`config.mk`:
```
export PLATFORM = sky130hd
export DESIGN_NAME = pmaTop
export DESIGN_NICKNAME = d
export VERILOG_FILES = /design/src/source/pmaCfgPkg.sv /design/src/source/pmaTypesPkg.sv /design/src/source/commaAligner.sv /design/src/source/pmaTop.sv /design/src/source/rxSampler.sv /design/src/source/txSerializer.sv
export SDC_FILE = /design/constraint.sdc
export NUM_CORES = 1
export LEC_CHECK = 0
export BUFFER_PORTS_ARGS = -buffer_cell sky130_fd_sc_hd__buf_4
export CAP_MARGIN = 20
export CORE_ASPECT_RATIO = 0.7
export CORE_MARGIN = 1
export CORE_UTILIZATION = 51
export CTS_BUF_LIST = sky130_fd_sc_hd__clkbuf_8
export CTS_CLUSTER_SIZE = 14
export DETAILED_ROUTE_END_ITERATION = 10
export MAX_ROUTING_LAYER = met4
export PLACE_DENSITY = 0.85
export SLEW_MARGIN = 0
export SYNTH_ARGS = -nofsm -noshare
export SYNTH_HDL_FRONTEND = slang
export SYNTH_SLANG_ARGS = --single-unit
```
`constraint.sdc`:
```
create_clock -name bitRateClk -period 2.55 [get_ports bitRateClk]
set_input_delay 0.255 -clock bitRateClk [delete_from_list [all_inputs] [get_ports bitRateClk]]
set_output_delay 0.255 -clock bitRateClk [all_outputs]
set_load 0.05 [all_outputs]
```
`src/source/pmaCfgPkg.sv`:
```
`default_nettype none

package pmaCfgPkg;

  // Width of one 10b line symbol.
  localparam int SymbolWidth = 10;

  // K28.5 comma in transmission order.
  // Bit 0 is the first bit on the line (abcdei fghj, a first).
  localparam logic [SymbolWidth-1:0] CommaNeg = 10'h17C;  // RD- form.
  localparam logic [SymbolWidth-1:0] CommaPos = 10'h283;  // RD+ form.

endpackage : pmaCfgPkg

`default_nettype wire

```
`src/source/pmaTypesPkg.sv`:
```
`default_nettype none

package pmaTypesPkg;
  import pmaCfgPkg::*;

  typedef logic [SymbolWidth-1:0] symbolT;  // One line symbol, bit 0 first.

  typedef logic [3:0] bitCountT;  // Position 0 to 9.

  typedef logic [7:0] idleCountT;  // Run of equal P/N samples.

  typedef enum logic [1:0] {
    Hunt,
    Confirm,
    Locked
  } alignStateT;

  typedef enum logic {
    Idle,
    Active
  } txStateT;

endpackage : pmaTypesPkg

`default_nettype wire

```
`src/source/commaAligner.sv`:
```
`timescale 1ns/1ps
`default_nettype none

module commaAligner
  import pmaCfgPkg::*;
  import pmaTypesPkg::*;
#(
  parameter int LockCommas = 2
) (
  input  wire         bitRateClk,
  input  wire         rstN,
  input  wire symbolT rxWindow,
  input  wire         rxIdle,
  output symbolT      rxOut,
  output logic        rxValid,
  output logic        rxLocked,
  output logic        recoveredClk
);

  localparam int CountWidth = $clog2(LockCommas + 1);
  localparam bitCountT LastBit = bitCountT'(SymbolWidth - 1);
  localparam bitCountT HalfSymbol = bitCountT'(SymbolWidth / 2);

  alignStateT state;
  alignStateT stateNext;
  bitCountT bitCount;
  bitCountT bitCountNext;
  logic [CountWidth-1:0] commaCount;
  logic [CountWidth-1:0] commaCountNext;
  logic commaHit;
  logic wordEnd;
  logic validNext;

  assign commaHit = (rxWindow == CommaPos) || (rxWindow == CommaNeg);
  assign wordEnd = (bitCount == LastBit);  // Window holds a whole symbol.
  assign rxLocked = (state == Locked);
  assign validNext = rxLocked && wordEnd && (stateNext == Locked);

  always_comb begin
    stateNext      = state;
    commaCountNext = commaCount;
    bitCountNext   = wordEnd ? '0 : bitCount + 1'b1;
    if (rxIdle) begin
      stateNext      = Hunt;  // Line went quiet.
      commaCountNext = '0;
    end else begin
      unique case (state)
        Hunt: begin
          if (commaHit) begin
            bitCountNext   = '0;  // Phase taken from this comma.
            commaCountNext = 1'b1;
            stateNext      = (LockCommas > 1) ? Confirm : Locked;
          end
        end
        Confirm: begin
          if (commaHit && !wordEnd) begin
            stateNext      = Hunt;
            commaCountNext = '0;
          end else if (commaHit) begin
            commaCountNext = commaCount + 1'b1;
            if (int'(commaCount) + 1 >= LockCommas) begin
              stateNext = Locked;
            end
          end
        end
        Locked: begin
          if (commaHit && !wordEnd) begin
            stateNext      = Hunt;  // Comma moved, realign.
            commaCountNext = '0;
          end
        end
        default: stateNext = Hunt;
      endcase
    end
  end

  always_ff @(posedge bitRateClk or negedge rstN) begin
    if (!rstN) begin
      state        <= Hunt;
      bitCount     <= '0;
      commaCount   <= '0;
      rxValid      <= 1'b0;
      recoveredClk <= 1'b0;
    end else begin
      state      <= stateNext;
      bitCount   <= bitCountNext;
      commaCount <= commaCountNext;
      rxValid    <= validNext;
      // Rises with each word, falls at mid symbol.
      if (validNext) begin
        recoveredClk <= 1'b1;
      end else if (stateNext != Locked || bitCountNext == HalfSymbol) begin
        recoveredClk <= 1'b0;
      end
    end
  end

  always_ff @(posedge bitRateClk) begin
    if (validNext) begin
      rxOut <= rxWindow;
    end
  end

  validOnlyLocked: assert property (
    @(posedge bitRateClk) disable iff (!rstN)
    rxValid |-> rxLocked
  ) else $error("rxValid outside Locked");

  validSpacing: assert property (
    @(posedge bitRateClk) disable iff (!rstN)
    rxValid |=> !rxValid [*SymbolWidth-1]
  ) else $error("rxValid pulses closer than one symbol");

endmodule : commaAligner

`default_nettype wire

```
`src/source/pmaTop.sv`:
```
`timescale 1ns/1ps
`default_nettype none

module pmaTop
  import pmaTypesPkg::*;
#(
  parameter int IdleBits   = 16,
  parameter int LockCommas = 2
) (
  input  wire         bitRateClk,
  input  wire         rstN,
  // MAC side, transmit.
  input  wire symbolT dataIn,
  input  wire         macDataEn,
  output logic        txLoad,
  // Line, transmit pair.
  output logic        txOutP,
  output logic        txOutN,
  // Line, receive pair.
  input  wire         rxInP,
  input  wire         rxInN,
  input  wire         rxPolarity,
  // MAC side, receive.
  output symbolT      rxOut,
  output logic        rxValid,
  output logic        rxLocked,
  output logic        recoveredClk
);

  symbolT rxWindow;
  logic   rxIdle;

  txSerializer txSerializerU (
    .bitRateClk (bitRateClk),
    .rstN       (rstN),
    .dataIn     (dataIn),
    .macDataEn  (macDataEn),
    .txLoad     (txLoad),
    .txOutP     (txOutP),
    .txOutN     (txOutN)
  );

  rxSampler #(
    .IdleBits (IdleBits)
  ) rxSamplerU (
    .bitRateClk (bitRateClk),
    .rstN       (rstN),
    .rxInP      (rxInP),
    .rxInN      (rxInN),
    .rxPolarity (rxPolarity),
    .rxWindow   (rxWindow),
    .rxIdle     (rxIdle)
  );

  // Word alignment on K28.5.
  commaAligner #(
    .LockCommas (LockCommas)
  ) commaAlignerU (
    .bitRateClk   (bitRateClk),
    .rstN         (rstN),
    .rxWindow     (rxWindow),
    .rxIdle       (rxIdle),
    .rxOut        (rxOut),
    .rxValid      (rxValid),
    .rxLocked     (rxLocked),
    .recoveredClk (recoveredClk)
  );

endmodule : pmaTop

`default_nettype wire

```
`src/source/rxSampler.sv`:
```
`timescale 1ns/1ps
`default_nettype none

module rxSampler
  import pmaCfgPkg::*;
  import pmaTypesPkg::*;
#(
  parameter int IdleBits = 16
) (
  input  wire    bitRateClk,
  input  wire    rstN,
  input  wire    rxInP,
  input  wire    rxInN,
  input  wire    rxPolarity,
  output symbolT rxWindow,
  output logic   rxIdle
);

  localparam idleCountT IdleLimit = idleCountT'(IdleBits);

  logic sampleP;
  logic sampleN;
  logic samplePol;
  logic [SymbolWidth-2:0] history;
  idleCountT idleCount;

  always_ff @(posedge bitRateClk or negedge rstN) begin
    if (!rstN) begin
      sampleP   <= 1'b0;
      sampleN   <= 1'b0;
      samplePol <= 1'b0;
      idleCount <= '0;
    end else begin
      sampleP   <= rxInP;
      sampleN   <= rxInN;
      samplePol <= rxPolarity;
      if (rxInP != rxInN) begin
        idleCount <= '0;
      end else if (idleCount != IdleLimit) begin
        idleCount <= idleCount + 1'b1;  // Saturates at the limit.
      end
    end
  end

  // Newest bit on top, oldest in bit 0.
  assign rxWindow = {sampleP ^ samplePol, history};

  always_ff @(posedge bitRateClk) begin
    history <= rxWindow[SymbolWidth-1:1];
  end

  // Clears with the first unequal sample.
  assign rxIdle = (idleCount == IdleLimit);

  idleNeedsEqualPair: assert property (
    @(posedge bitRateClk) disable iff (!rstN)
    $rose(rxIdle) |-> (sampleP == sampleN)
  ) else $error("rxIdle rose on an active sample");

endmodule : rxSampler

`default_nettype wire

```
`src/source/txSerializer.sv`:
```
`timescale 1ns/1ps
`default_nettype none

module txSerializer
  import pmaCfgPkg::*;
  import pmaTypesPkg::*;
(
  input  wire         bitRateClk,
  input  wire         rstN,
  input  wire symbolT dataIn,
  input  wire         macDataEn,
  output logic        txLoad,
  output logic        txOutP,
  output logic        txOutN
);

  localparam bitCountT LastBit = bitCountT'(SymbolWidth - 1);

  txStateT  state;
  bitCountT bitCount;
  symbolT   shiftReg;

  // Slot boundary, symbol taken on the last bit.
  assign txLoad = (bitCount == LastBit);

  always_ff @(posedge bitRateClk or negedge rstN) begin
    if (!rstN) begin
      bitCount <= '0;
      state    <= Idle;
    end else begin
      if (txLoad) begin
        bitCount <= '0;
        state    <= macDataEn ? Active : Idle;  // Idle slot when MAC is quiet.
      end else begin
        bitCount <= bitCount + 1'b1;
      end
    end
  end

  always_ff @(posedge bitRateClk) begin
    if (txLoad) begin
      shiftReg <= dataIn;
    end else begin
      shiftReg <= shiftReg >> 1;  // LSB first.
    end
  end

  // Electrical idle pulls both legs low.
  assign txOutP = (state == Active) ? shiftReg[0] : 1'b0;
  assign txOutN = (state == Active) ? ~shiftReg[0] : 1'b0;

  txPairDiffers: assert property (
    @(posedge bitRateClk) disable iff (!rstN)
    (state == Active) |-> (txOutP != txOutN)
  ) else $error("txOutP and txOutN equal while active");

endmodule : txSerializer

`default_nettype wire

```
Word-level counts from Yosys, hierarchy flattened
Cells that the tools add are included.
Widths: inputs -> output; s select.
{ "op_classes": {"shifts": 0, "magnitude_cmp": 1, "n_bitwise": 2, "mux": 26, "mul": 0, "n_eq_ne": 15, "n_reduce_logical": 11, "n_addsub": 5, "div": 0} }
{ "op_table": {"columns": ["op", "count"], "rows": [
  ["$ge 32x3->1 const B", 1],
  ["$mux 2", 11],
  ["$mux 4", 5],
  ["$mux 8", 2],
  ["$pmux 2 s3", 2],
  ["$eq 10x10->1 const B", 1],
  ["$eq 10x9->1 const B", 1],
  ["$mux 9", 1],
  ["$add 4x1->4 const B", 2],
  ["$add 8x1->8 const B", 1],
  ["$eq 4x4->1 const B", 2],
  ["$eq 8x5->1 const B", 1],
  ["$ne 8x5->1 const B", 1],
  ["$mux 1", 5],
  ["$eq 2x2->1 const B", 2],
  ["$eq 4x3->1 const B", 1],
  ["$ne 4x1->1 const B", 1],
  ["$reduce_and 4->1", 1],
  ["$reduce_bool 2->1", 2],
  ["$reduce_bool 4->1", 1],
  ["$add 2x1->3 const B", 1],
  ["$logic_and 1x1->1", 3],
  ["$ne 3x1->1 const B", 1],
  ["$ne 3x2->1 const B", 1],
  ["9 further kinds", 10]
]} }
{ "word_totals": {"reg_bits": 54, "inputBits": 16, "n_memories": 0, "latch_bits": 0, "output_inout_bits": 16, "wordCells": 74, "ramBits": 0, "mem_bits_ro": 0} }

Longest topological paths before layout
{ "depth": {"depth_word": 11, "depth_mapped": 7, "ltp_nobuf": 7} }

Hierarchy
Synthesis repeated with hierarchy kept, for this count alone.
{ "hier_totals": {"hier_cells": 184, "area_unflattened_um2": 2282.2} }
{ "modules_own_cells": {"columns": ["module", "instances", "cells_each", "seq_area_each_um2", "area_each_um2"], "rows": [
  ["commaAligner", 1, 88, 550.5, 1038.5],
  ["rxSampler", 1, 56, 430.4, 685.7],
  ["txSerializer", 1, 40, 325.3, 558.0]
]} }

Worst setup path before layout
No wires, ideal clock.
{ "synth_timing": {"path_kind": "flip-flop to flip-flop", "from": "reg rxSamplerU.history[3]", "to": "reg commaAlignerU.rxOut[0], enable pin", "path_stages_with_launch": 7, "path_buffers": 0, "synth_period_minus_slack_ns": 2.726, "required_ns": 2.171, "arrival_ns": 2.348, "setup_time_ns": 0.379, "setup_slack_ns": -0.176, "path_cell_list": "dfxtp_1 > or4b_1 > or4b_4 > a21oi_1 > o21bai_1 > a211oi_2 > nor2b_1"} }
{ "synth_between": {"elab_chain_len": 8, "word_cells_on_any_way": 12, "cone_classes": "eq/ne (3); mux (6); reduce/logical (3)"} }
{ "synth_rtl": {"columns": ["element", "line_no", "text"], "rows": [
  ["start, declared", "rxSampler.sv:24", "logic [SymbolWidth-2:0] history;"],
  ["start signal, assigned", "rxSampler.sv:49", "history <= rxWindow[SymbolWidth-1:1];"],
  ["$eq 10x10->1 / $eq 10x9->1 (equally long branches)", "commaAligner.sv:34", "assign commaHit = (rxWindow == CommaPos) || (rxWindow == CommaNeg);"],
  ["$logic_or 1x1->1 *", "commaAligner.sv:34", null],
  ["$mux 2 / $logic_and 1x1->1 (equally long branches)", "commaAligner.sv:59, commaAligner.sv:56, commaAligner.sv:67", null],
  ["$mux 2, on equally long branches", "commaAligner.sv:56, commaAligner.sv:67", null],
  ["$pmux 2 s3 *", "commaAligner.sv:47", "unique case (state)"],
  ["$mux 2 *", "commaAligner.sv:43", "if (rxIdle) begin"],
  ["$eq 2x2->1 *", "commaAligner.sv:37", "assign validNext = rxLocked && wordEnd && (stateNext == Locked);"],
  ["$logic_and 1x1->1 *", "commaAligner.sv:37", null],
  ["via commaAlignerU.validNext", "commaAligner.sv:32", "logic validNext;"],
  ["end signal, assigned", "commaAligner.sv:100", "rxOut <= rxWindow;"],
  ["end, declared", "commaAligner.sv:14", "output symbolT rxOut,"]
]} }
Mark *: on every way through the listed nets, which the timed path passes. The rest lies on a longest branch.
A chain may end at the register's enable or synchronous reset.

Final worst setup path
Same ends and word-level chain as after synthesis.

==> flow_summary.json <==
{
  "status": "complete, no violations",
  "clk_pin_slew_worst_paths_ns": 0.10,
  "wl_per_cell_um": 13.4,
  "slew_violations": 0,
  "holdWs_ns": 0.0533,
  "place_ws_ns": -0.00459,
  "ant_nets": 0,
  "ys.flop_type": "dfrtp_1",
  "ys_seq_elements": 54,
  "timing.fmax_mhz": 395,
  "clock_sinks": 54,
  "r2r-end": "commaAlignerU.rxOut[0]$_DFFE_PP_",
  "reg2reg_from": "rxSamplerU.history[3]$_DFF_P_",
  "n_antenna_cell": 0,
  "hold_end": "rxSamplerU.samplePol$_DFF_PN0_",
  "power_frac_comb_pct": 13.4,
  "nets": 246,
  "finalClockSkew_ns": 0.00802,
  "cts_tree": "built",
  "start_kind": "flip-flop",
  "synth_edf_count": 10,
  "clk_path_buf_depth": 2,
  "yosysSeqAreaShare_pct": 60.3,
  "drc_errors": 0,
  "ir_worst_vdd_v": 0.000519,
  "drive_above_1_share_pct": 30.4,
  "drt-total-wl_mm": 3.70,
  "rsz0062_at_grt": "true",
  "yosys-top-cells-area": "dfrtp_1 (29%), dfxtp_1 (18%), edfxtp_1 (14%)",
  "dieArea_um2": 4520,
  "pwr-share-clk_pct": 31.4,
  "p_leak_uw": 0.00120,
  "grt.total_usage_pct": 19.6,
  "grt_pass1_vias": 1393,
  "slew-limit-headroom_pct": 59.2,
  "pwr-share-seq_pct": 55.2,
  "root_buffer": "clkbuf_8",
  "cp.arrival_ns": 2.57,
  "antenna_found_initial": 0,
  "crit_chain": "or4b_1 > or4b_4 > a21oi_2 > o211ai_1 > a211oi_2 > nor2b_4 > buf_12",
  "yosysTopAreaCellShare_pct": 28.9,
  "syn2layout_area_growth_pct": 23.4,
  "fp.coreArea_um2": 3990,
  "final_cells": 276,
  "min_path_cells": 1,
  "slowest_delay_ns": 0.53,
  "clk_latency_ns": 0.31,
  "vias": 1433,
  "hold_viol": 0,
  "drt_first_pass_iters": 4,
  "synthArstFlopShare_pct": 46.3,
  "switching_share_pct": 25.6,
  "start_util_pct": 54.2,
  "path_delay_family": "simple AND/OR/NAND/NOR gates",
  "cp_slowest_cell": "or4b_4",
  "worst_slack_ns": 0.0185,
  "max_slew.worst_pin.slew_ns": 0.610,
  "ff2ff_setup_slack_ns": 0.02,
  "critPathMaxFanout": 11,
  "worstSetupEndpointType": "flip-flop",
  "drt-initial-drc-count": 96,
  "crit_type": "reg2reg",
  "overflow": 0,
  "intPower_uw": 1370,
  "crit_required_ns": 2.59,
  "drv_cap": 0,
  "synthCells": 178,
  "synth_nets": 201,
  "yosys_warnings": 0,
  "netlist_area_um2": 2170,
  "dp.final_hpwl_mm": 2.52,
  "vias_per_cell": 5.19,
  "worst_hold_path_type": "in2reg",
  "routabilityCongestion": 0.857,
  "grt_max_degree": 26,
  "post_synth_num_cell_types": 43,
  "pin_count": 32,
  "yosys.area.top_type": "dfrtp_1",
  "switchingPower_uw": 470,
  "finalCritPeriodShare_pct": 99.3,
  "grt_pass1_wl_mm": 6.29,
  "post-place-cells": 265,
  "synth_area_per_cell_um2": 12.2,
  "die_h_um": 56.5,
  "path_buf_inv": 1,
  "fin_crit_ns": 2.53,
  "row_count": 19,
  "ff2ff_path_depth": 7,
  "p_per_area_nw_per_um2": 688,
  "setup_tns_ns": 0,
  "utilization_pct": 66.9,
  "h-tree-depth": 2,
  "die_w_um": 79.9,
  "hp-start": "rxPolarity",
  "io_buffers": 31,
  "nFillCells": 307,
  "numCtsBuffers": 5,
  "setup_viol": 0
}
-- placed cells by master, fill, tap and decap left out, types with 4 or more instances in the layout --
| cell type | synthesis | routed |
|---|---|---|
| buf_4 | 0 | 37 |
| dfrtp_1 | 25 | 25 |
| dfxtp_1 | 19 | 17 |
| nor2_1 | 15 | 15 |
| mux2_2 | 11 | 11 |
| inv_1 | 10 | 10 |
| nand2_1 | 10 | 10 |
| edfxtp_1 | 10 | 10 |
| o21ai_0 | 8 | 8 |
| nand3_1 | 7 | 7 |
| ha_1 | 7 | 7 |
| xor2_1 | 6 | 5 |
| clkbuf_8 | 0 | 5 |
| and3_1 | 4 | 4 |
| xnor2_1 | 4 | 4 |
-- repair_timing --
item                                   in CTS  in global routing
pin swaps                                   2                  2
resized for setup                           2                  3
buffers inserted                            2                  0
endpoints found under the hold margin      25                  0
setup endpoints to repair                  10                 10
hold buffers                                1                  0
-- synth_stat cells, types with 3 or more instances --
master     n
xor2_1     6
dfrtp_1   25
edfxtp_1  10
nor2b_1    3
dfxtp_1   19
xnor2_1    4
nand2_1   10
nand2b_1   3
mux2_2    11
ha_1       7
nand3_1    7
nor2_1    15
a21oi_1    4
and3_1     4
inv_1     10
o21ai_0    8
-- worst register-to-register path, cell delays in order (launching register included) --
cell and delay (ns):
dfxtp_1 0.32, or4b_1 0.51, or4b_4 0.53, a21oi_2 0.15
o211ai_1 0.12, a211oi_2 0.26, nor2b_4 0.22, buf_12 0.14
-- power by group through the flow --
stage               logic, uW  registers [uW]  clock network (uW)
finish                    247            1010                 577
global placement          238            1030                   0
detailed placement        243            1030                   0
global route              283            1030                 629
CTS                       249            1010                 598
floorplan                 176            1010                   0
-- how the worst max path moves through the flow --
stage | start | endpoint | slack, ns | cells after the start
finish | rxSamplerU.history[3]$_DFF_P_ | commaAlignerU.rxOut[0]$_DFFE_PP_ | 0.02 | 7
floorplan | rxSamplerU.history[3]$_DFF_P_ | commaAlignerU.rxOut[0]$_DFFE_PP_ | 0.02 | 6
CTS | rxSamplerU.history[3]$_DFF_P_ | commaAlignerU.rxOut[0]$_DFFE_PP_ | 0.0006 | 7
global placement | rxSamplerU.history[7]$_DFF_P_ | commaAlignerU.rxOut[5]$_DFFE_PP_ | 0.06 | 7
detailed placement | rxSamplerU.samplePol$_DFF_PN0_ | commaAlignerU.rxOut[6]$_DFFE_PP_ | -0.005 | 7
global route | rxSamplerU.history[7]$_DFF_P_ | commaAlignerU.rxOut[0]$_DFFE_PP_ | -0.08 | 7
-- state kept, by name (all words and copies together), names as in the netlist --
signal and count:
rxSamplerU.sampleP 1, rxSamplerU.history 9, commaAlignerU.state 2, txSerializerU.shiftReg 10, txSerializerU.state 1, commaAlignerU.rxValid 1
txSerializerU.bitCount 4, rxSamplerU.samplePol 1, commaAlignerU.bitCount 4, commaAlignerU.recoveredClk 1, rxSamplerU.idleCount 8, commaAlignerU.commaCount 2
commaAlignerU.rxOut 10
-- cell families (layout without fill, tap and decap cells) --
kind of cell    count (synthesis)  in the layout  share of synthesized area, %
fa+ha+maj                       7              7                          4.04
simple gates                   58             58                          15.2
buf+inv                        11             57                          1.91
flops                          54             54                          60.3
mux                            12             12                          6.18
xor+xnor                       10             10                          4.04
compound gates                 26             26                          8.32
-- cell type report --
cell class,instances,area (um^2),area share [%]
Clock buffer,5,68.8,2.57
Multi-Input combinational cell,113,837,31.3
Sequential cell,54,1310,49.0
Clock inverter,3,47.5,1.78
Inverter,10,37.5,1.40
Tap cell,52,65.1,2.43
Timing Repair Buffer,39,308,11.5
-- routing by layer --
metal  GRT usage, %  vias to the layer above  part of all wire, %
met1           25.6                      681                   48
met5              -                        -                    0
met3           4.88                        8                  3.9
met4           6.89                        0                  1.6
met2           29.8                       30                   46
li1               -                      714                    -
-- stage by stage --
stage / instance area (um^2) / power [uW]
finish: 2670 / 1840
detailed placement: 2510 / 1270
global placement: 2510 / 1260
CTS: 2670 / 1860
global route: 2670 / 1940
floorplan: 2170 / 1190
Power figures use the tool's default switching activity.
